## config.mk

```make
export PLATFORM = sky130hd
export DESIGN_NAME = mem_access
export DESIGN_NICKNAME = d
export VERILOG_FILES = /design/src/hdl/mem_pkg.sv /design/src/hdl/mem_access.sv
export SDC_FILE = /design/constraint.sdc
export NUM_CORES = 1
export LEC_CHECK = 0
export ABC_AREA = 1
export BUFFER_PORTS_ARGS = -buffer_cell sky130_fd_sc_hd__buf_4
export CAP_MARGIN = 0
export CORE_MARGIN = 1.5
export CORE_UTILIZATION = 27
export CTS_CLUSTER_DIAMETER = 60
export DETAILED_ROUTE_END_ITERATION = 8
export GPL_TIMING_DRIVEN = 0
export HOLD_SLACK_MARGIN = 0.12
export SYNTH_ARGS = -nofsm -noshare
export SYNTH_HDL_FRONTEND = slang
export SYNTH_SLANG_ARGS = --single-unit
export TNS_END_PERCENT = 10
```

## constraint.sdc

```tcl
create_clock -name clk_i -period 4 [get_ports clk_i]
set_input_delay 0.2 -clock clk_i [delete_from_list [all_inputs] [get_ports clk_i]]
set_output_delay 0.2 -clock clk_i [all_outputs]
set_load 0.03 [all_outputs]
```

## src/hdl/mem_pkg.sv

```systemverilog
// shared widths, CSR addresses, RAM depth and load/store operation types
`default_nettype none

package mem_pkg;

    // datapath and CSR widths
    localparam int XLEN       = 32;
    localparam int CSR_ADDR_W = 12;

    // data RAM geometry, word index taken from address bits 9..2
    localparam int DMEM_WORDS = 256;
    localparam int DMEM_AW    = $clog2(DMEM_WORDS);

    // CSR map
    localparam logic [CSR_ADDR_W-1:0] CSR_SCRATCH0      = 12'h340;
    localparam logic [CSR_ADDR_W-1:0] CSR_SCRATCH1      = 12'h341;
    localparam logic [CSR_ADDR_W-1:0] CSR_MISALIGN_CTRL = 12'h7C0;
    localparam logic [CSR_ADDR_W-1:0] CSR_MISALIGN_CNT  = 12'h7C1;

    // access size field of an operation code
    localparam logic [1:0] SIZE_BYTE = 2'b00;
    localparam logic [1:0] SIZE_HALF = 2'b01;
    localparam logic [1:0] SIZE_WORD = 2'b10;
    localparam logic [1:0] SIZE_NONE = 2'b11;

    typedef enum logic [3:0] {
        MEM_LB  = 4'b0000,
        MEM_LH  = 4'b0001,
        MEM_LW  = 4'b0010,
        MEM_NOP = 4'b0011,
        MEM_LBU = 4'b0100,
        MEM_LHU = 4'b0101,
        MEM_SB  = 4'b1000,
        MEM_SH  = 4'b1001,
        MEM_SW  = 4'b1010
    } mem_oper_t;

    // same code seen as a named operation or as its bit fields
    typedef union packed {
        mem_oper_t oper;
        struct packed {
            logic       is_store;
            logic       is_unsigned;
            logic [1:0] size;
        } f;
    } mem_oper_u;

endpackage : mem_pkg

`default_nettype wire
```

## src/hdl/mem_access.sv

```systemverilog
// load/store stage with lane steering, load extension, alignment check and MEM/WB register
`default_nettype none

module mem_access
    import mem_pkg::*;
(
    input  wire logic                  clk_i,
    input  wire logic                  rstn_i,

    // from execute
    input  wire logic                  in_valid_i,
    output logic                       in_ready_o,
    input  wire logic [XLEN-1:0]       alu_result_i,
    input  wire logic [XLEN-1:0]       alu_oper2_i,
    input  wire mem_oper_t             mem_oper_i,
    input  wire logic [CSR_ADDR_W-1:0] csr_waddr_i,
    input  wire logic                  csr_we_i,
    input  wire logic                  write_rd_i,
    input  wire logic [4:0]            rd_addr_i,

    // data RAM
    output logic      [DMEM_AW-1:0]    ram_addr_o,
    output logic      [3:0]            wsel_byte_o,
    output logic      [XLEN-1:0]       wdata_o,
    input  wire logic [XLEN-1:0]       rdata_i,

    // CSR block
    output logic      [CSR_ADDR_W-1:0] csr_waddr_o,
    output logic      [XLEN-1:0]       csr_wdata_o,
    output logic                       csr_we_o,
    output logic                       misalign_o,
    input  wire logic                  trap_en_i,

    // MEM/WB register towards writeback
    input  wire logic                  out_ready_i,
    output logic                       out_valid_o,
    output logic                       out_is_load_o,
    output logic                       out_write_rd_o,
    output logic      [4:0]            out_rd_addr_o,
    output logic      [XLEN-1:0]       out_alu_result_o,
    output logic      [XLEN-1:0]       out_load_data_o,
    output logic                       trap_o
);

    mem_oper_u       op;
    logic            op_known;
    logic            is_load;
    logic            is_store;
    logic            misaligned;
    logic            trap;
    logic            accept;
    logic [1:0]      offset;
    logic [3:0]      lanes;
    logic [XLEN-1:0] shifted_rdata;
    logic [XLEN-1:0] load_data;

    assign op.oper = mem_oper_i;

    // unlisted codes fall back to a NOP
    always_comb
    begin
        case (op.oper)
            MEM_LB, MEM_LH, MEM_LW, MEM_LBU, MEM_LHU,
            MEM_SB, MEM_SH, MEM_SW: op_known = 1'b1;
            default:                op_known = 1'b0;
        endcase
    end

    assign is_store = op_known && op.f.is_store;
    assign is_load  = op_known && !op.f.is_store && (op.f.size != SIZE_NONE);

    assign misaligned = (is_load || is_store) &&
                        (((op.f.size == SIZE_HALF) && alu_result_i[0]) ||
                         ((op.f.size == SIZE_WORD) && (alu_result_i[1:0] != 2'b00)));
    assign trap = misaligned && trap_en_i;

    // byte offset within the word, forced down to the access size
    always_comb
    begin
        case (op.f.size)
            SIZE_BYTE: offset = alu_result_i[1:0];
            SIZE_HALF: offset = {alu_result_i[1], 1'b0};
            default:   offset = 2'b00;
        endcase
    end

    // handshake, the register frees up in the same edge it drains
    assign in_ready_o = !out_valid_o || out_ready_i;
    assign accept     = in_valid_i && in_ready_o;

    // store lanes before shifting into position
    always_comb
    begin
        case (op.f.size)
            SIZE_BYTE: lanes = 4'b0001;
            SIZE_HALF: lanes = 4'b0011;
            default:   lanes = 4'b1111;
        endcase
    end

    assign ram_addr_o  = alu_result_i[DMEM_AW+1:2];
    assign wdata_o     = alu_oper2_i << {offset, 3'b000};
    assign wsel_byte_o = (accept && is_store && !trap) ? (lanes << offset) : 4'b0000;

    // load lane select and extension
    assign shifted_rdata = rdata_i >> {offset, 3'b000};

    always_comb
    begin
        load_data = '0;
        if (is_load && !trap)
        begin
            case (op.f.size)
                SIZE_BYTE:
                begin
                    load_data = op.f.is_unsigned ? XLEN'(shifted_rdata[7:0])
                                                 : XLEN'(signed'(shifted_rdata[7:0]));
                end
                SIZE_HALF:
                begin
                    load_data = op.f.is_unsigned ? XLEN'(shifted_rdata[15:0])
                                                 : XLEN'(signed'(shifted_rdata[15:0]));
                end
                default: load_data = shifted_rdata;
            endcase
        end
    end

    // CSR write goes through even when the access traps
    assign csr_waddr_o = csr_waddr_i;
    assign csr_wdata_o = alu_result_i;
    assign csr_we_o    = accept && csr_we_i;
    assign misalign_o  = accept && misaligned;

    // MEM/WB control bits
    always_ff @(posedge clk_i or negedge rstn_i)
    begin
        if (!rstn_i)
        begin
            out_valid_o    <= 1'b0;
            out_is_load_o  <= 1'b0;
            out_write_rd_o <= 1'b0;
            trap_o         <= 1'b0;
        end
        else if (accept)
        begin
            out_valid_o    <= 1'b1;
            out_is_load_o  <= is_load;
            out_write_rd_o <= write_rd_i;
            trap_o         <= trap;
        end
        else if (out_ready_i)
        begin
            out_valid_o <= 1'b0;
        end
    end

    // MEM/WB payload
    always_ff @(posedge clk_i)
    begin
        if (accept)
        begin
            out_rd_addr_o    <= rd_addr_i;
            out_alu_result_o <= alu_result_i;
            out_load_data_o  <= load_data;
        end
    end

endmodule : mem_access

`default_nettype wire

```

### Word level (Yosys, flattened, before mapping)

Memory sizes are Yosys's and may differ from the RTL's.
Cells that the tools add are included.

* logic and storage cells: 44
* input bits: 124
* latch bits: 0
* memories: 1
* memory bits (read-only): 16
* bits in registers: 73
* memory bits (writable): 0

* multiplexer cells: 8
* multipliers: 0
* shift operators: 3
* bitwise logic cells: 0
* magnitude comparators: 0
* $add $sub $neg: 0
* eq/ne operators: 3
* reduce and logical (&&, ||, !) cells: 22
* divide/modulo/power cells: 0

Memory list
* (no name shown): words 16, bits a word 1, rd ports 1, clocked after memory_dff 0, wr ports 0, line mem_access.sv:62 `case (op.oper)`

Operators by type and width (count)
* $mux 32: 2
* $pmux 32 s2: 1
* $shl 32x5->32: 1
* $shr 32x5->32: 1
* $logic_and 1x1->1: 13
* $pmux 4 s2: 1
* $mux 4: 1
* $pmux 2 s2: 1
* $reduce_bool 2->1: 2
* $shl 4x2->4: 1
* $logic_not 1->1: 3
* $logic_or 1x1->1: 3
* $eq 2x1->1 const B: 1
* $eq 2x2->1 const B: 1
* $logic_not 2->1: 1
* $mux 1: 2
* $ne 2x2->1 const B: 1

### Longest topological paths before layout

* word-level depth: 9
* depth in mapped cells: 10

### Worst setup path after synthesis

No wires, ideal clock.

* path type: register to output
* start: register out_valid_o
* end: output port wsel_byte_o[0]
* slack: 0.470 ns
* data required time: 3.800 ns
* buffers on the path: 0
* cell stages (with the launch flop): 6
* arrival time: 3.330 ns
* cells stage by stage: dfrtp_1 > nand2_1 > nand2_1 > inv_1 > nand4_1 > nor2_1

* word-level cells in the longest chain between the ends: 6

RTL lines
* start: declaration: line mem_access.sv:36 `output logic out_valid_o,`
* start signal: assignment: line mem_access.sv:140 `out_valid_o <= 1'b0;`
* start signal: assignment: line mem_access.sv:147 `out_valid_o <= 1'b1;`
* start signal: assignment: line mem_access.sv:154 `out_valid_o <= 1'b0;`
* $logic_not 1->1: line mem_access.sv:88 `assign in_ready_o = !out_valid_o || out_ready_i;`
* $logic_or 1x1->1: line mem_access.sv:88
* net in_ready_o: line mem_access.sv:12 `output logic in_ready_o,`
* $logic_and 1x1->1: line mem_access.sv:89 `assign accept = in_valid_i && in_ready_o;`
* net accept: line mem_access.sv:51 `logic accept;`
* $logic_and 1x1->1 (2 in series): line mem_access.sv:103 `assign wsel_byte_o = (accept && is_store && !trap) ? (lanes << offset) : 4'b0000;`
* $mux 4: line mem_access.sv:103
* end: declaration: line mem_access.sv:23 `output logic [3:0] wsel_byte_o,`

The timed path passes the listed nets, and every way through them passes these cells.

### Worst setup path after layout

* start: register out_valid_o
* end: output port wsel_byte_o[1]

* word-level cells in the longest chain between the ends: 6

RTL lines (line)
* $logic_not 1->1: mem_access.sv:88
* $logic_or 1x1->1: mem_access.sv:88
* $logic_and 1x1->1: mem_access.sv:89
* net accept: mem_access.sv:51
* $logic_and 1x1->1 (2 in series): mem_access.sv:103
* $mux 4: mem_access.sv:103

The timed path passes the listed nets, and every way through them passes these cells.

==> impl_metrics.env <==
export IMPL_start_util=0.277
export IMPL_timing_max_cap_violations=0
export IMPL_layoutNonFillerInstCount=998
export IMPL_required_ns=3.80
export IMPL_dp_cells=943
export IMPL_fin_worst_skew_ns=0.00734
export IMPL_ys_top_cells_by_area="edfxtp_1, buf_4, nand2_1"
export IMPL_die_y_um=128
export IMPL_dr_first_iter_drc_count=263
export IMPL_synthToLayoutAreaGrowth_pct=70.6
export IMPL_n_antenna_cell=0
export IMPL_p_per_area_mw_per_mm2=341
export IMPL_portBuffers=275
export IMPL_avgSynthCellArea_sq_um=8.77
export IMPL_ctsResizeCount=0
export IMPL_hold_violations=0
export IMPL_ioPinCount=288
export IMPL_dpl_hpwl_um=12100
export IMPL_clk_latency_ns=0.34
export IMPL_grt_usage=0.189
export IMPL_crit_type="flop to primary output"
export IMPL_syn_area_sq_mm=0.00421
export IMPL_syn_nets=604
export IMPL_drv_slew=0
export IMPL_grt_pass1_wl_um=23200
export IMPL_path_max_fanout=71
export IMPL_cts_tree="yes"
export IMPL_path_common_cell="nand2_1"
export IMPL_synth_area_leader_cell="edfxtp_1"
export IMPL_vdd_drop_max_mv=0.202
export IMPL_crit_arrival_ns=2.44
export IMPL_drt_vias_per_instance=4.48
export IMPL_ant_nets=0
export IMPL_drt_first_pass_iters=4
export IMPL_mostFrequentLayoutCells="buf_4, nand2_1, edfxtp_1"
export IMPL_antenna_found_initial=0
export IMPL_yosysSeqAreaShare=0.516
export IMPL_worst_slew_pin_slew_ns=0.907
export IMPL_path_cells="nand2_1 > nand2_1 > inv_4 > nand4_1 > nor2_1 > buf_4"
export IMPL_cts_path_max_buffers=2
export IMPL_fin_crit_sh=0.659
export IMPL_grt_max_degree=72
export IMPL_cts_htree_levels=3
export IMPL_rows=45
export IMPL_core_sq_mm=0.0152
export IMPL_grt_ovfl_total=0
export IMPL_globalplace_congestion=0.859
export IMPL_final_common_cell="buf_4"
export IMPL_root_buffer="clkbuf_16"
export IMPL_dieWidth_um=128
export IMPL_drive_above_1_share=0.472
export IMPL_drc=0
export IMPL_final_core_util=0.472
export IMPL_cpMaxStageDelayCell="inv_4"
export IMPL_fin_nets=929
export IMPL_die_area_sq_mm=0.0164
export IMPL_synth_cells=480
export IMPL_max_freq_ghz=0.379
export IMPL_leakagePower_nw=3.61
export IMPL_ys_types=25
export IMPL_cp_end_kind="primary output"
export IMPL_min_period_ns=2.64
export IMPL_rsz0062_at_grt="no"
export IMPL_grt_pass1_vias=4375
export IMPL_cts_num_sinks=73
export IMPL_synth_edf_count=69
export IMPL_status="completed"
export IMPL_wire_per_inst_um=16.1
export IMPL_ys_warn_count=0
export IMPL_totalNegativeSetupSlack_ns=0
export IMPL_synth_top_area_share=0.492
export IMPL_vias=4467
export IMPL_wirelength_um=16100
export IMPL_start_kind="flop"
export IMPL_synth_flop_cell="edfxtp_1"
export IMPL_path_clk_slew_ns=0.06
export IMPL_ys_ff_latch=73
export IMPL_hold_class="primary input to flop"
export IMPL_synthArstFlopShare=0.0548
export IMPL_finalSetupViolations=0
export IMPL_cts_inserted_buffers=9
export IMPL_timing_slew_headroom=0.396
export IMPL_critPathMaxStageDelay_ns=0.70
-- area by class of cell --
| cell class | instances | area [sq um] |
|---|---|---|
| plain buffers | 77 | 529 |
| clock inverters | 7 | 53.8 |
| clock buffers | 9 | 225 |
| repair buffers | 314 | 2450 |
| multi-input cells | 282 | 1330 |
| well taps | 188 | 235 |
| inverters | 48 | 185 |
| fillers | 1500 | 8020 |
| flip-flops and latches | 73 | 2170 |
-- Yosys cell counts (2+ instances only) --
cell type,instances
nand3_1,29
or2_2,3
o21ai_1,3
buf_2,12
buf_1,3
a21oi_1,22
nand2_4,4
inv_1,44
o21ai_0,44
clkbuf_1,3
edfxtp_1,69
dfrtp_1,4
buf_4,58
o211ai_1,6
nand2_2,2
nand2_1,103
inv_2,3
nor2_4,2
nand3_2,5
nor2_1,40
o22ai_1,7
nor3_1,11
-- per-layer routing --
layer  part of all wire  vias up  track usage
met3              0.083       24       0.0484
met1               0.37     1987        0.196
li1                   -     2198            -
met4              0.025        0       0.0720
met2               0.52      258        0.364
met5                  0        -            0
-- per-stage QoR --
step / cell area (sq um) / worst slack, ns / hold slack [ns] / total power [mW]
after floorplan: 4210 / 0.470 / -0.0956 / 1.35
final: 7180 / 1.36 / 0.159 / 2.45
after global placement: 6510 / 0.123 / -0.00128 / 1.68
after detailed placement: 6510 / 1.68 / -0.00243 / 1.68
after global routing: 7180 / 1.10 / 0.197 / 2.56
after CTS: 7180 / 1.31 / 0.140 / 2.47
-- report_power, final --
group	internal, mW	switching, mW
logic	0.317	0.461
registers	0.900	0.0143
clock network	0.424	0.333
total	1.64	0.809
-- logic make-up (layout without fill, tap and decap cells) --
logic type,Yosys count,count (layout),share of synthesized area
AOI/OAI and AO/OA,82,82,0.103
and+or+nand+nor,200,200,0.212
DFF,73,73,0.516
buffers and inverters,125,455,0.169
-- worst max-delay path, delay by kind of cell (launching register included) --
family,cells,cell delay (ns)
buf+inv,2,0.88
flops,1,0.38
simple gates,4,0.83
-- final timing paths --
kind | start | slack, ns | cells past startpoint | endpoint
worst max-delay path | out_valid_o | 1.36 | 6 | wsel_byte_o[1]
worst max register to register | out_valid_o | 2.14 | 3 | out_load_data_o[11]
worst min-delay path | out_ready_i | 0.16 | 4 | out_valid_o
min in group asynchronous | rstn_i | 0.20 | 2 | out_valid_o
worst min register to register | out_is_load_o | 0.49 | 2 | out_is_load_o
max in group asynchronous | rstn_i | 3.69 | 2 | out_is_load_o
-- sequential cells by signal, summed over array words and instances (netlist names) --
name	count
out_rd_addr_o	5
trap_o	1
out_valid_o	1
out_write_rd_o	1
out_alu_result_o	32
out_load_data_o	32
out_is_load_o	1
-- what timing repair did --
item | 4_1_cts | 5_1_grt
buffers inserted | 0 | 0
hold buffers | 39 | 0
endpoints found under the hold margin | 42 | 0
(Power assumes the default switching activity.)
