### config.mk
export PLATFORM = sky130hd
export DESIGN_NAME = csr_regs
export DESIGN_NICKNAME = d
export VERILOG_FILES = /design/src/hdl/mem_pkg.sv /design/src/hdl/csr_regs.sv
export SDC_FILE = /design/constraint.sdc
export NUM_CORES = 1
export LEC_CHECK = 0
export ABC_CLOCK_PERIOD_IN_PS = 1850
export BUFFER_PORTS_ARGS = -buffer_cell sky130_fd_sc_hd__buf_2
export CELL_PAD_IN_SITES_DETAIL_PLACEMENT = 0
export CELL_PAD_IN_SITES_GLOBAL_PLACEMENT = 2
export CORE_MARGIN = 2
export CORE_UTILIZATION = 33
export DETAILED_ROUTE_END_ITERATION = 12
export GPL_TIMING_DRIVEN = 0
export HOLD_SLACK_MARGIN = 0.05
export MAX_ROUTING_LAYER = met4
export PLACE_DENSITY = 0.83
export SKIP_CTS_REPAIR_TIMING = 1
export SYNTH_ARGS = -nofsm -noshare
export SYNTH_HDL_FRONTEND = slang
export SYNTH_SLANG_ARGS = --single-unit
### constraint.sdc
create_clock -name clk_i -period 1.85 [get_ports clk_i]
set_input_delay 0.185 -clock clk_i [delete_from_list [all_inputs] [get_ports clk_i]]
set_output_delay 0.185 -clock clk_i [all_outputs]
set_load 0.05 [all_outputs]
### src/hdl/mem_pkg.sv
// shared widths, CSR addresses, RAM depth and load/store operation types
`default_nettype none

package mem_pkg;

    // datapath and CSR widths
    localparam int XLEN       = 32;
    localparam int CSR_ADDR_W = 12;

    // data RAM geometry, word index taken from address bits 9..2
    localparam int DMEM_WORDS = 256;
    localparam int DMEM_AW    = $clog2(DMEM_WORDS);

    // CSR map
    localparam logic [CSR_ADDR_W-1:0] CSR_SCRATCH0      = 12'h340;
    localparam logic [CSR_ADDR_W-1:0] CSR_SCRATCH1      = 12'h341;
    localparam logic [CSR_ADDR_W-1:0] CSR_MISALIGN_CTRL = 12'h7C0;
    localparam logic [CSR_ADDR_W-1:0] CSR_MISALIGN_CNT  = 12'h7C1;

    // access size field of an operation code
    localparam logic [1:0] SIZE_BYTE = 2'b00;
    localparam logic [1:0] SIZE_HALF = 2'b01;
    localparam logic [1:0] SIZE_WORD = 2'b10;
    localparam logic [1:0] SIZE_NONE = 2'b11;

    typedef enum logic [3:0] {
        MEM_LB  = 4'b0000,
        MEM_LH  = 4'b0001,
        MEM_LW  = 4'b0010,
        MEM_NOP = 4'b0011,
        MEM_LBU = 4'b0100,
        MEM_LHU = 4'b0101,
        MEM_SB  = 4'b1000,
        MEM_SH  = 4'b1001,
        MEM_SW  = 4'b1010
    } mem_oper_t;

    // same code seen as a named operation or as its bit fields
    typedef union packed {
        mem_oper_t oper;
        struct packed {
            logic       is_store;
            logic       is_unsigned;
            logic [1:0] size;
        } f;
    } mem_oper_u;

endpackage : mem_pkg

`default_nettype wire
### src/hdl/csr_regs.sv
// CSR block with scratch registers, misalignment trap control and misalignment counter
`default_nettype none

module csr_regs
    import mem_pkg::*;
(
    input  wire logic                  clk_i,
    input  wire logic                  rstn_i,
    input  wire logic                  we_i,
    input  wire logic [CSR_ADDR_W-1:0] waddr_i,
    input  wire logic [XLEN-1:0]       wdata_i,
    input  wire logic                  misalign_i,
    input  wire logic [CSR_ADDR_W-1:0] raddr_i,
    output logic      [XLEN-1:0]       rdata_o,
    output logic                       trap_en_o
);

    logic [XLEN-1:0] scratch0;
    logic [XLEN-1:0] scratch1;
    logic            trap_en;
    logic [XLEN-1:0] misalign_cnt;

    always_ff @(posedge clk_i or negedge rstn_i)
    begin
        if (!rstn_i)
        begin
            scratch0 <= '0;
            scratch1 <= '0;
            // trap is on out of reset
            trap_en  <= 1'b1;
        end
        else if (we_i)
        begin
            // counter and unmapped addresses are not writable
            case (waddr_i)
                CSR_SCRATCH0:      scratch0 <= wdata_i;
                CSR_SCRATCH1:      scratch1 <= wdata_i;
                CSR_MISALIGN_CTRL: trap_en  <= wdata_i[0];
                default:
                begin
                end
            endcase
        end
    end

    // wraps on overflow
    always_ff @(posedge clk_i or negedge rstn_i)
    begin
        if (!rstn_i)
        begin
            misalign_cnt <= '0;
        end
        else if (misalign_i)
        begin
            misalign_cnt <= misalign_cnt + 1'b1;
        end
    end

    always_comb
    begin
        case (raddr_i)
            CSR_SCRATCH0:      rdata_o = scratch0;
            CSR_SCRATCH1:      rdata_o = scratch1;
            CSR_MISALIGN_CTRL: rdata_o = {{(XLEN-1){1'b0}}, trap_en};
            CSR_MISALIGN_CNT:  rdata_o = misalign_cnt;
            default:           rdata_o = '0;
        endcase
    end

    assign trap_en_o = trap_en;

endmodule : csr_regs

`default_nettype wire

# Yosys cells after proc, flatten, opt, wreduce, memory -nomap -nowiden
# Cells that the tools add are included.
# op_classes
add_sub_neg,1
n_eq_ne,7
mux,1
reduce_logical,3
# op_table
cell,n
$pmux W32 S4,1
$eq A12 B10 Y1 const B,4
$eq A12 B11 Y1 const B,3
$add A32 B1 Y32 const B,1
$reduce_and A2 Y1,3
# totals
reg_bits,97
output_inout_bits,33

# Logic depth before layout (Yosys ltp)
# Gate-level depths: netlist of the first run.
# logic_depth
depth_word,2
depth_mapped,6
mapped_depth_nobuf,5

# Worst setup path before layout of the first run
# No wires, ideal clock.
# synth_path
kind,input port to output port
start,in raddr_i[11]
end,out rdata_o[0]
arrival_time_ps,2274
setup_slack_ps,-609
path_stages,5
path_buffers,1
cell_sequence,nor4b_1 -> nand4_1 -> or3_1 -> clkbuf_1 -> o32ai_1
# synth_between
elab_chain_cells,2
elab_cells_between_ends,5
# synth_lines
item,line_no,source
"start, declared",csr_regs.sv:13,"input wire logic [CSR_ADDR_W-1:0] raddr_i,"
$eq A12 B11 Y1 / $eq A12 B10 Y1 (equally long branches),csr_regs.sv:61,case (raddr_i)
$pmux W32 S4 (*),csr_regs.sv:61,
"end, declared",csr_regs.sv:14,"output logic [XLEN-1:0] rdata_o,"
# Mark *: on every way between the ends. The rest lies on a longest branch, timed or not.

# Worst setup path in the final report of the first run
# layout_path
start,in raddr_i[2]
end,out rdata_o[11]
# Same word-level chain as after synthesis.

==> results.json, run 1 <==
{
  "status": "finished, violations left",
  "violations": "setup timing",
  "drive_above_1_share_pct": 56.25,
  "hold_ws_ps": 84.14,
  "wl_um": 12670,
  "multi_input_area_um2": 2885,
  "max_stage_delay_ps": 510,
  "syn_area_um2": 4693,
  "grt_setup_unrepaired": "yes",
  "initial_core_util_pct": 33.81,
  "post-route-min-period_ps": 1992,
  "die_h_um": 123.3,
  "ir_worst_vdd_uv": 417.3,
  "post-route-cell-area_um2": 7068,
  "vias_per_cell": 5.015,
  "crit_path_cell_trace": "buf_6 > nor4b_4 > nand4_1 > or3_4 > buf_12 > o2bb2ai_4 > buf_4",
  "cp.required_ps": 1660,
  "ff_latch_area_um2": 2441,
  "path_class": "input port to primary output",
  "cp-start-kind": "input port",
  "hold_violations": 0,
  "grt_pass1_wl_um": 18410,
  "coreArea_um2": 13880,
  "portBuffers": 91,
  "drt_iter0_markers": 143,
  "clock_sinks": 97,
  "wl_per_cell_um": 18.74,
  "dpl_cell_area_um2": 6016,
  "maxCapViolCount": 0,
  "setup_ws_ps": -141.8,
  "syn_avg_cell_area_um2": 12.89,
  "area_growth_syn_to_layout_pct": 50.60,
  "fin_worst_skew_ps": 6.234,
  "crit_path_end_kind": "primary output",
  "drc_errors": 0,
  "synth_warnings": 0,
  "ys_ff_latch": 97,
  "hold_class": "input port to flip-flop",
  "fp.dieW_um": 123.3,
  "fill_cells": 1163,
  "postRouteAntennaNets": 0,
  "hpwl_um": 9011,
  "route.vias.total": 3390,
  "worstPathArrival_ps": 1810,
  "fin_crit_sh_pct": 107.7,
  "clock_path_buffers": 2,
  "instances_no_fill": 676,
  "power.density_nw_per_um2": 690.5,
  "r2r_cells": 6,
  "max_freq_ghz": 0.5021,
  "place_congestion": 0.7310,
  "clock_latency_ps": 340,
  "ios": 93,
  "die-area_um2": 15190,
  "gr-usage-all-layers_pct": 16.63,
  "setup_violations": 33,
  "path_clk_slew_ps": 70,
  "antenna_found_initial": 0,
  "p_total_w": 0.004881,
  "synth_cells": 364,
  "cts_tree": "yes",
  "drt-pass1-iter-count": 4,
  "maxSlewHeadroom_pct": 59.36,
  "holdPathStages": 2,
  "cpMaxStageDelayCell": "or3_4",
  "grt_pass1_vias": 3423,
  "reg2reg_slack_ps": -10,
  "final_max_slew_viol_count": 0,
  "fin_util_pct": 50.92,
  "path_max_fanout": 8,
  "cts_max_level": 3,
  "synth-seq-area-share_pct": 51.75,
  "tightest_slew_ps": 604.0,
  "placementRows": 43,
  "n_antenna_cell": 0,
  "leakagePower_nw": 3.260,
  "root_buffer": "clkbuf_16",
  "grt-ovfl-total": 0,
  "dp_cells": 636,
  "ys_types": 37,
  "cts-buffers-inserted": 9,
  "nNetsFinal": 553,
  "synth_nets": 425,
  "grt_start_max_net_pins": 58
}
[metrics by stage]
stage | setup slack (ps) | TNS, ps
finish | -141.8 | -3181
global route | -244.0 | -6704
CTS | -579.5 | -19550
detailed placement | -584.1 | -39220
global placement | -539.9 | -73680
floorplan | -143.9 | -866.0
[critical path: cells and delay by family]
kind,cells,cell delay [ps]
and+or+nand+nor,3,980
AOI/OAI and AO/OA,1,130
buffers and inverters,3,520
[layer usage]
layer  up-vias  wire (um)  GRT usage, %
met3        12        407         2.168
met2        68       6563         27.13
met4         0        155         5.824
met5         -          0             -
met1      1716       5543         21.36
li1       1594          -             -
[cells in the mapped netlist]
cell type,count,area share (%)
xor2_1,20,3.7
o21ai_0,1,0.11
dfstp_2,1,0.56
o32ai_1,1,0.19
xnor2_1,11,2.1
clkbuf_1,10,0.80
nand3_2,1,0.21
nand3_1,13,1.4
and4_1,2,0.37
nand4_1,4,0.53
or3_1,2,0.27
nor4b_1,2,0.37
dfrtp_1,96,51
buf_2,7,0.75
a21oi_1,1,0.11
mux2_2,63,15
buf_6,1,0.24
nand2b_1,2,0.27
nor4_4,2,0.91
inv_1,5,0.40
o2bb2ai_1,31,5.8
or4_4,1,0.24
nor2_1,10,0.80
and4_2,1,0.21
nor3_1,6,0.64
nand4_2,2,0.53
mux2_1,3,0.72
or4_1,1,0.16
nor4_1,2,0.27
and2_1,1,0.13
and3_1,3,0.40
buf_1,2,0.16
nand4b_1,1,0.19
ha_1,1,0.27
nand2_1,15,1.2
mux2i_1,31,6.6
nor4_2,8,2.1
[registers in the layout, indices dropped and copies added, names as in the netlist]
signal and flops:
misalign_cnt 32, scratch0 32, scratch1 32, trap_en_o 1
[report_power, final]
| group | total (W) | switching (W) | internal, W |
|---|---|---|---|
| clock network | 0.00190 | 0.000785 | 0.00111 |
| logic | 0.000648 | 0.000301 | 0.000347 |
| registers | 0.00234 | 0.000123 | 0.00221 |
| total | 0.00488 | 0.00121 | 0.00367 |
[cells by family (layout without fill, tap and decap cells)]
family,Yosys count,in the layout,share of synthesized area [%]
flops,97,97,51.75
compound gates,34,34,6.185
simple gates,79,79,11.22
xor+xnor,31,31,5.785
mux,97,97,22.45
buf+inv,25,157,2.346
fa+ha+maj,1,1,0.2666
[worst paths after layout]
path / from / end
max: raddr_i[2] / rdata_o[11]
min: wdata_i[25] / scratch0[25]
max reg2reg: misalign_cnt[0] / misalign_cnt[30]
min reg2reg: scratch0[20] / scratch0[20]
max in group asynchronous: rstn_i / misalign_cnt[13]
min in group asynchronous: rstn_i / misalign_cnt[23]
[placed cells by master (no fill, tap or decap), types with 2 or more instances in the layout]
master     synthesis  layout
dfrtp_1           96      86
mux2_2            63      63
buf_2              7      58
mux2i_1           31      31
o2bb2ai_4          0      30
buf_6              1      27
buf_4              0      23
xor2_1            20      20
nand2_1           15      15
clkbuf_16          0      13
nand3_1           13      11
xnor2_1           11      11
buf_8              0      11
dfrtp_2            0      10
nor2_1            10       8
nor4_4             2       7
clkbuf_4           0       5
inv_1              5       5
nor3_1             6       4
nand4_1            4       4
buf_12             0       4
mux2_1             3       3
and3_1             3       3
nor4_2             8       3
clkbuf_1          10       2
nand2b_1           2       2
nor2_4             0       2
clkbuf_2           0       2
and4_1             2       2
nand3_2            1       2
nand4_4            0       2
nor4_1             2       2
clkinv_2           0       2
clkbuf_8           0       2
[final cells by class]
cell class                 count  area share (%)
multi-input combinational    242           40.82
tap                          180           3.186
sequential                    97           34.54
inverter                       5          0.2655
buffer                        19           2.691
clock inverter                 3          0.5665
timing repair buffer         118           14.30
clock buffer                  12           3.629
Note: power is estimated with default switching activity, not from simulation.
==> run 2, diff against run 1 <==
--- a/config.mk
+++ b/config.mk
@@ -7,6 +7,7 @@
 export LEC_CHECK = 0
 export ABC_CLOCK_PERIOD_IN_PS = 1850
 export BUFFER_PORTS_ARGS = -buffer_cell sky130_fd_sc_hd__buf_2
+export CAP_MARGIN = 5
 export CELL_PAD_IN_SITES_DETAIL_PLACEMENT = 0
 export CELL_PAD_IN_SITES_GLOBAL_PLACEMENT = 2
 export CORE_MARGIN = 2
@@ -16,6 +17,7 @@
 export HOLD_SLACK_MARGIN = 0.05
 export MAX_ROUTING_LAYER = met4
 export PLACE_DENSITY = 0.83
+export SETUP_SLACK_MARGIN = 0.02
 export SKIP_CTS_REPAIR_TIMING = 1
 export SYNTH_ARGS = -nofsm -noshare
 export SYNTH_HDL_FRONTEND = slang
==> results.json, run 2 (synthesis gave the netlist of run 1 again) <==
{
  "clkPwrFrac_pct": 38.5,
  "hold_class": "input port to flip-flop",
  "cp-start-kind": "input port",
  "drt-pass1-iter-count": 4,
  "clock_latency_ps": 340,
  "path_max_fanout": 10,
  "die_h_um": 123.3,
  "holdCritStartpoint": "wdata_i[20]",
  "r2r_cells": 5,
  "path_class": "input port to primary output",
  "hold_violations": 0,
  "setup_violations": 31,
  "die-area_um2": 15190,
  "power.density_nw_per_um2": 695.6,
  "path_clk_slew_ps": 60,
  "final_max_slew_viol_count": 0,
  "place_congestion": 0.7124,
  "ios": 93,
  "swShare_pct": 24.32,
  "crit_path_end_kind": "primary output",
  "r2r_end": "misalign_cnt[22]",
  "fin_worst_skew_ps": 5.131,
  "tightest_slew_ps": 601.6,
  "grt_pass1_wl_um": 18270,
  "post-route-min-period_ps": 1951,
  "status": "finished, violations left",
  "hpwl_um": 9114,
  "critical-path-top-delay-family": "simple AND/OR/NAND/NOR gates",
  "p_comb_share_pct": 13.9,
  "worstPathArrival_ps": 1770,
  "wl_um": 12370,
  "clock_sinks": 97,
  "clock_path_buffers": 2,
  "cts_max_level": 3,
  "maxCapViolCount": 0,
  "placementRows": 43,
  "max_stage_delay_ps": 390,
  "cp_common_cell": "buf_6",
  "drive_above_1_share_pct": 56.57,
  "postRouteAntennaNets": 0,
  "drt_iter0_markers": 128,
  "grt_pass1_vias": 3368,
  "area_growth_syn_to_layout_pct": 50.17,
  "maxSlewHeadroom_pct": 59.52,
  "max_freq_ghz": 0.5125,
  "vias_per_cell": 4.982,
  "grt_start_max_net_pins": 61,
  "route.vias.total": 3363,
  "layout.cells.most_common": "dfrtp_1",
  "cp.depth": 7,
  "r2r_start": "misalign_cnt[5]",
  "fin_util_pct": 50.78,
  "instances_no_fill": 675,
  "reg2reg_slack_ps": 40,
  "fp.dieW_um": 123.3,
  "crit_path_cell_trace": "buf_6 > nor4b_4 > nand4_1 > nor2_2 > buf_6 > o2bb2ai_4 > buf_4",
  "reg_top3": "misalign_cnt x32, scratch0 x32, scratch1 x32",
  "dp_cells": 636,
  "portBuffers": 91,
  "critPathBufInv": 3,
  "cts_tree": "yes",
  "p_sw_w": 0.001192,
  "pwr-share-seq_pct": 47.7,
  "cts-buffers-inserted": 9,
  "coreArea_um2": 13880,
  "cpMaxStageDelayCell": "nor2_2",
  "cp.required_ps": 1660,
  "violations": "setup timing",
  "initial_core_util_pct": 33.81,
  "hold_ws_ps": 89.70,
  "p_int_w": 0.003711,
  "fin_crit_sh_pct": 105.5,
  "grt_setup_unrepaired": "yes",
  "wl_per_cell_um": 18.33,
  "grt-ovfl-total": 0,
  "nNetsFinal": 552,
  "ir_worst_vdd_uv": 451.8,
  "final_cell_mix": "dfrtp_1 (84), mux2_2 (63), buf_2 (59)",
  "drc_errors": 0,
  "gr-usage-all-layers_pct": 16.60,
  "n_antenna_cell": 0,
  "setup_ws_ps": -101.3,
  "antenna_found_initial": 0,
  "place_worst_setup_slack_ps": -539.5,
  "root_buffer": "clkbuf_16",
  "cp-startpoint": "raddr_i[11]",
  "crit_path_end": "rdata_o[25]",
  "leakagePower_nw": 3.271
}
[run 2: final cells by class]
class,instances,area (um^2)
buffer,20,197.7
tap,180,225.2
sequential,97,2444
fill,1170,6833
timing repair buffer,116,973.4
inverter,5,18.77
clock inverter,2,37.54
clock buffer,13,260.3
multi-input combinational,242,2892
[run 2: power by group through the flow]
| stage | Combinational, W | Sequential (W) | Clock [W] |
|---|---|---|---|
| floorplan | 0.000182 | 0.00237 | 0 |
| global placement | 0.000322 | 0.00241 | 0 |
| detailed placement | 0.000343 | 0.00241 | 0 |
| CTS | 0.000345 | 0.00237 | 0.00191 |
| global route | 0.000740 | 0.00235 | 0.00200 |
| finish | 0.000680 | 0.00234 | 0.00189 |
[run 2: worst min path at each step]
stage,end,slack (ps),cells past startpoint
floorplan,misalign_cnt[0],-110,0
CTS,misalign_cnt[28],-160,1
global route,scratch0[20],80,2
global placement,scratch0[20],430,2
finish,scratch0[20],90,2
detailed placement,misalign_cnt[28],200,1
[run 2: layer usage]
metal  global-route usage, %  vias up  share of wire (%)
met3                   2.721       11                3.9
met2                   27.61       62                 52
met1                   20.98     1700                 43
met5                       -        -                  0
met4                   4.688        0                1.1
li1                        -     1590                  -
[run 2: through the flow]
| step | total power [W] | TNS (ps) | area (um^2) |
|---|---|---|---|
| 2_1_floorplan | 0.002549 | -467.4 | 5343 |
| 3_3_place_gp | 0.002732 | -68740 | 6023 |
| 3_5_place_dp | 0.002757 | -38330 | 6053 |
| 4_1_cts | 0.004632 | -19580 | 6351 |
| 5_1_grt | 0.005086 | -4651 | 7048 |
| 6_report | 0.004903 | -1766 | 7048 |
==> run 3, diff against run 2 <==
--- a/config.mk
+++ b/config.mk
@@ -19,6 +19,7 @@
 export PLACE_DENSITY = 0.83
 export SETUP_SLACK_MARGIN = 0.02
 export SKIP_CTS_REPAIR_TIMING = 1
+export SKIP_LAST_GASP = 1
 export SYNTH_ARGS = -nofsm -noshare
 export SYNTH_HDL_FRONTEND = slang
 export SYNTH_SLANG_ARGS = --single-unit
==> results.json, run 3 (synthesis gave the netlist of run 1 again) <==
{
  "postRouteAntennaNets": 0,
  "portBuffers": 91,
  "root_buffer": "clkbuf_16",
  "clock_sinks": 97,
  "path_class": "input port to primary output",
  "setup_violations": 31,
  "maxSlewHeadroom_pct": 59.52,
  "status": "finished, violations left",
  "ios": 93,
  "multi_input_area_um2": 2890,
  "final_max_slew_viol_count": 0,
  "fill_cells": 1171,
  "place_worst_setup_slack_ps": -539.5,
  "fin_util_pct": 50.77,
  "maxCapViolCount": 0,
  "post-route-min-period_ps": 1951,
  "ir_worst_vdd_uv": 451.8,
  "pwr-share-seq_pct": 47.7,
  "wl_per_cell_um": 18.33,
  "route.vias.total": 3363,
  "area_growth_syn_to_layout_pct": 50.15,
  "worstPathArrival_ps": 1770,
  "fin_crit_sh_pct": 105.5,
  "tightest_slew_ps": 601.6,
  "drt-pass1-iter-count": 4,
  "r2r_start": "misalign_cnt[5]",
  "layout.cells.most_common": "dfrtp_1",
  "cp-start-kind": "input port",
  "hold_violations": 0,
  "cts-buffers-inserted": 9,
  "r2r_cells": 5,
  "p_comb_share_pct": 13.9,
  "violations": "setup timing",
  "holdPathStages": 2,
  "reg_top3": "misalign_cnt x32, scratch0 x32, scratch1 x32",
  "wl_um": 12370,
  "clock_path_buffers": 2,
  "hold_class": "input port to flip-flop",
  "fp.dieW_um": 123.3,
  "grt_pass1_vias": 3368,
  "grt-ovfl-total": 0,
  "grt_setup_unrepaired": "yes",
  "drt_iter0_markers": 128,
  "coreArea_um2": 13880,
  "p_int_w": 0.003711,
  "grt_pass1_wl_um": 18270,
  "path_clk_slew_ps": 60,
  "p_sw_w": 0.001192,
  "cts_tree": "yes",
  "nNetsFinal": 552,
  "cts_max_level": 3,
  "crit_path_end_kind": "primary output",
  "place_congestion": 0.7124,
  "drive_above_1_share_pct": 56.36,
  "clkPwrFrac_pct": 38.5,
  "n_antenna_cell": 0,
  "instances_no_fill": 675,
  "power.density_nw_per_um2": 695.8,
  "ff_latch_area_um2": 2444,
  "initial_core_util_pct": 33.81,
  "vias_per_cell": 4.982,
  "holdCritStartpoint": "wdata_i[20]",
  "drc_errors": 0,
  "cp-startpoint": "raddr_i[11]",
  "die-area_um2": 15190,
  "dp_cells": 636,
  "cp.required_ps": 1660,
  "path_max_fanout": 10,
  "swShare_pct": 24.32,
  "gr-usage-all-layers_pct": 16.60,
  "placementRows": 43,
  "fin_worst_skew_ps": 5.131,
  "die_h_um": 123.3,
  "hpwl_um": 9114,
  "grt_start_max_net_pins": 61,
  "clock_latency_ps": 340,
  "setup_ws_ps": -101.3,
  "antenna_found_initial": 0,
  "max_freq_ghz": 0.5125,
  "final_cell_mix": "dfrtp_1 (84), mux2_2 (63), buf_2 (59)",
  "leakagePower_nw": 3.271
}
-- run 3: final timing paths --
| check | endpoint | slack, ps |
|---|---|---|
| max in group asynchronous | trap_en_o | 740 |
| worst min register to register | scratch1[6] | 500 |
| min in group asynchronous | scratch1[30] | 380 |
| worst max-delay path | rdata_o[25] | -100 |
| worst min-delay path | scratch0[20] | 90 |
| worst max register to register | misalign_cnt[22] | 40 |
-- run 3: power groups by stage --
stage	Clock [W]	Sequential [W]	Combinational, W
global placement	0	0.00241	0.000322
CTS	0.00191	0.00237	0.000345
detailed placement	0	0.00241	0.000343
finish	0.00189	0.00234	0.000680
floorplan	0	0.00237	0.000182
global route	0.00200	0.00235	0.000740
-- run 3: routing by layer --
layer  part of all wire, %  track usage [%]
met5                     0                -
met4                   1.1            4.688
met3                   3.9            2.721
met2                    52            27.61
met1                    43            20.98
-- run 3: layout make-up --
| cell class | count | share of cell area [%] |
|---|---|---|
| sequential | 97 | 34.68 |
| tap | 180 | 3.196 |
| inverter | 5 | 0.2663 |
| timing repair buffer | 116 | 13.81 |
| clock inverter | 2 | 0.5327 |
| multi-input combinational | 242 | 41.02 |
| buffer | 20 | 2.805 |
| clock buffer | 13 | 3.693 |
-- run 3: stage by stage --
stage	hold slack (ps)	cell area (um^2)	power [W]	setup TNS, ps
5_1_grt	84.30	7047	0.005086	-4651
3_3_place_gp	427.0	6023	0.002732	-68740
3_5_place_dp	199.0	6053	0.002757	-38330
4_1_cts	-161.2	6351	0.004632	-19580
6_report	89.70	7047	0.004903	-1766
2_1_floorplan	-110.6	5343	0.002549	-467.4
-- run 3: worst max-delay path, cell delays in order --
cell and delay, ps:
buf_6 100, nor4b_4 250, nand4_1 180, nor2_2 390, buf_6 300, o2bb2ai_4 140
buf_4 210
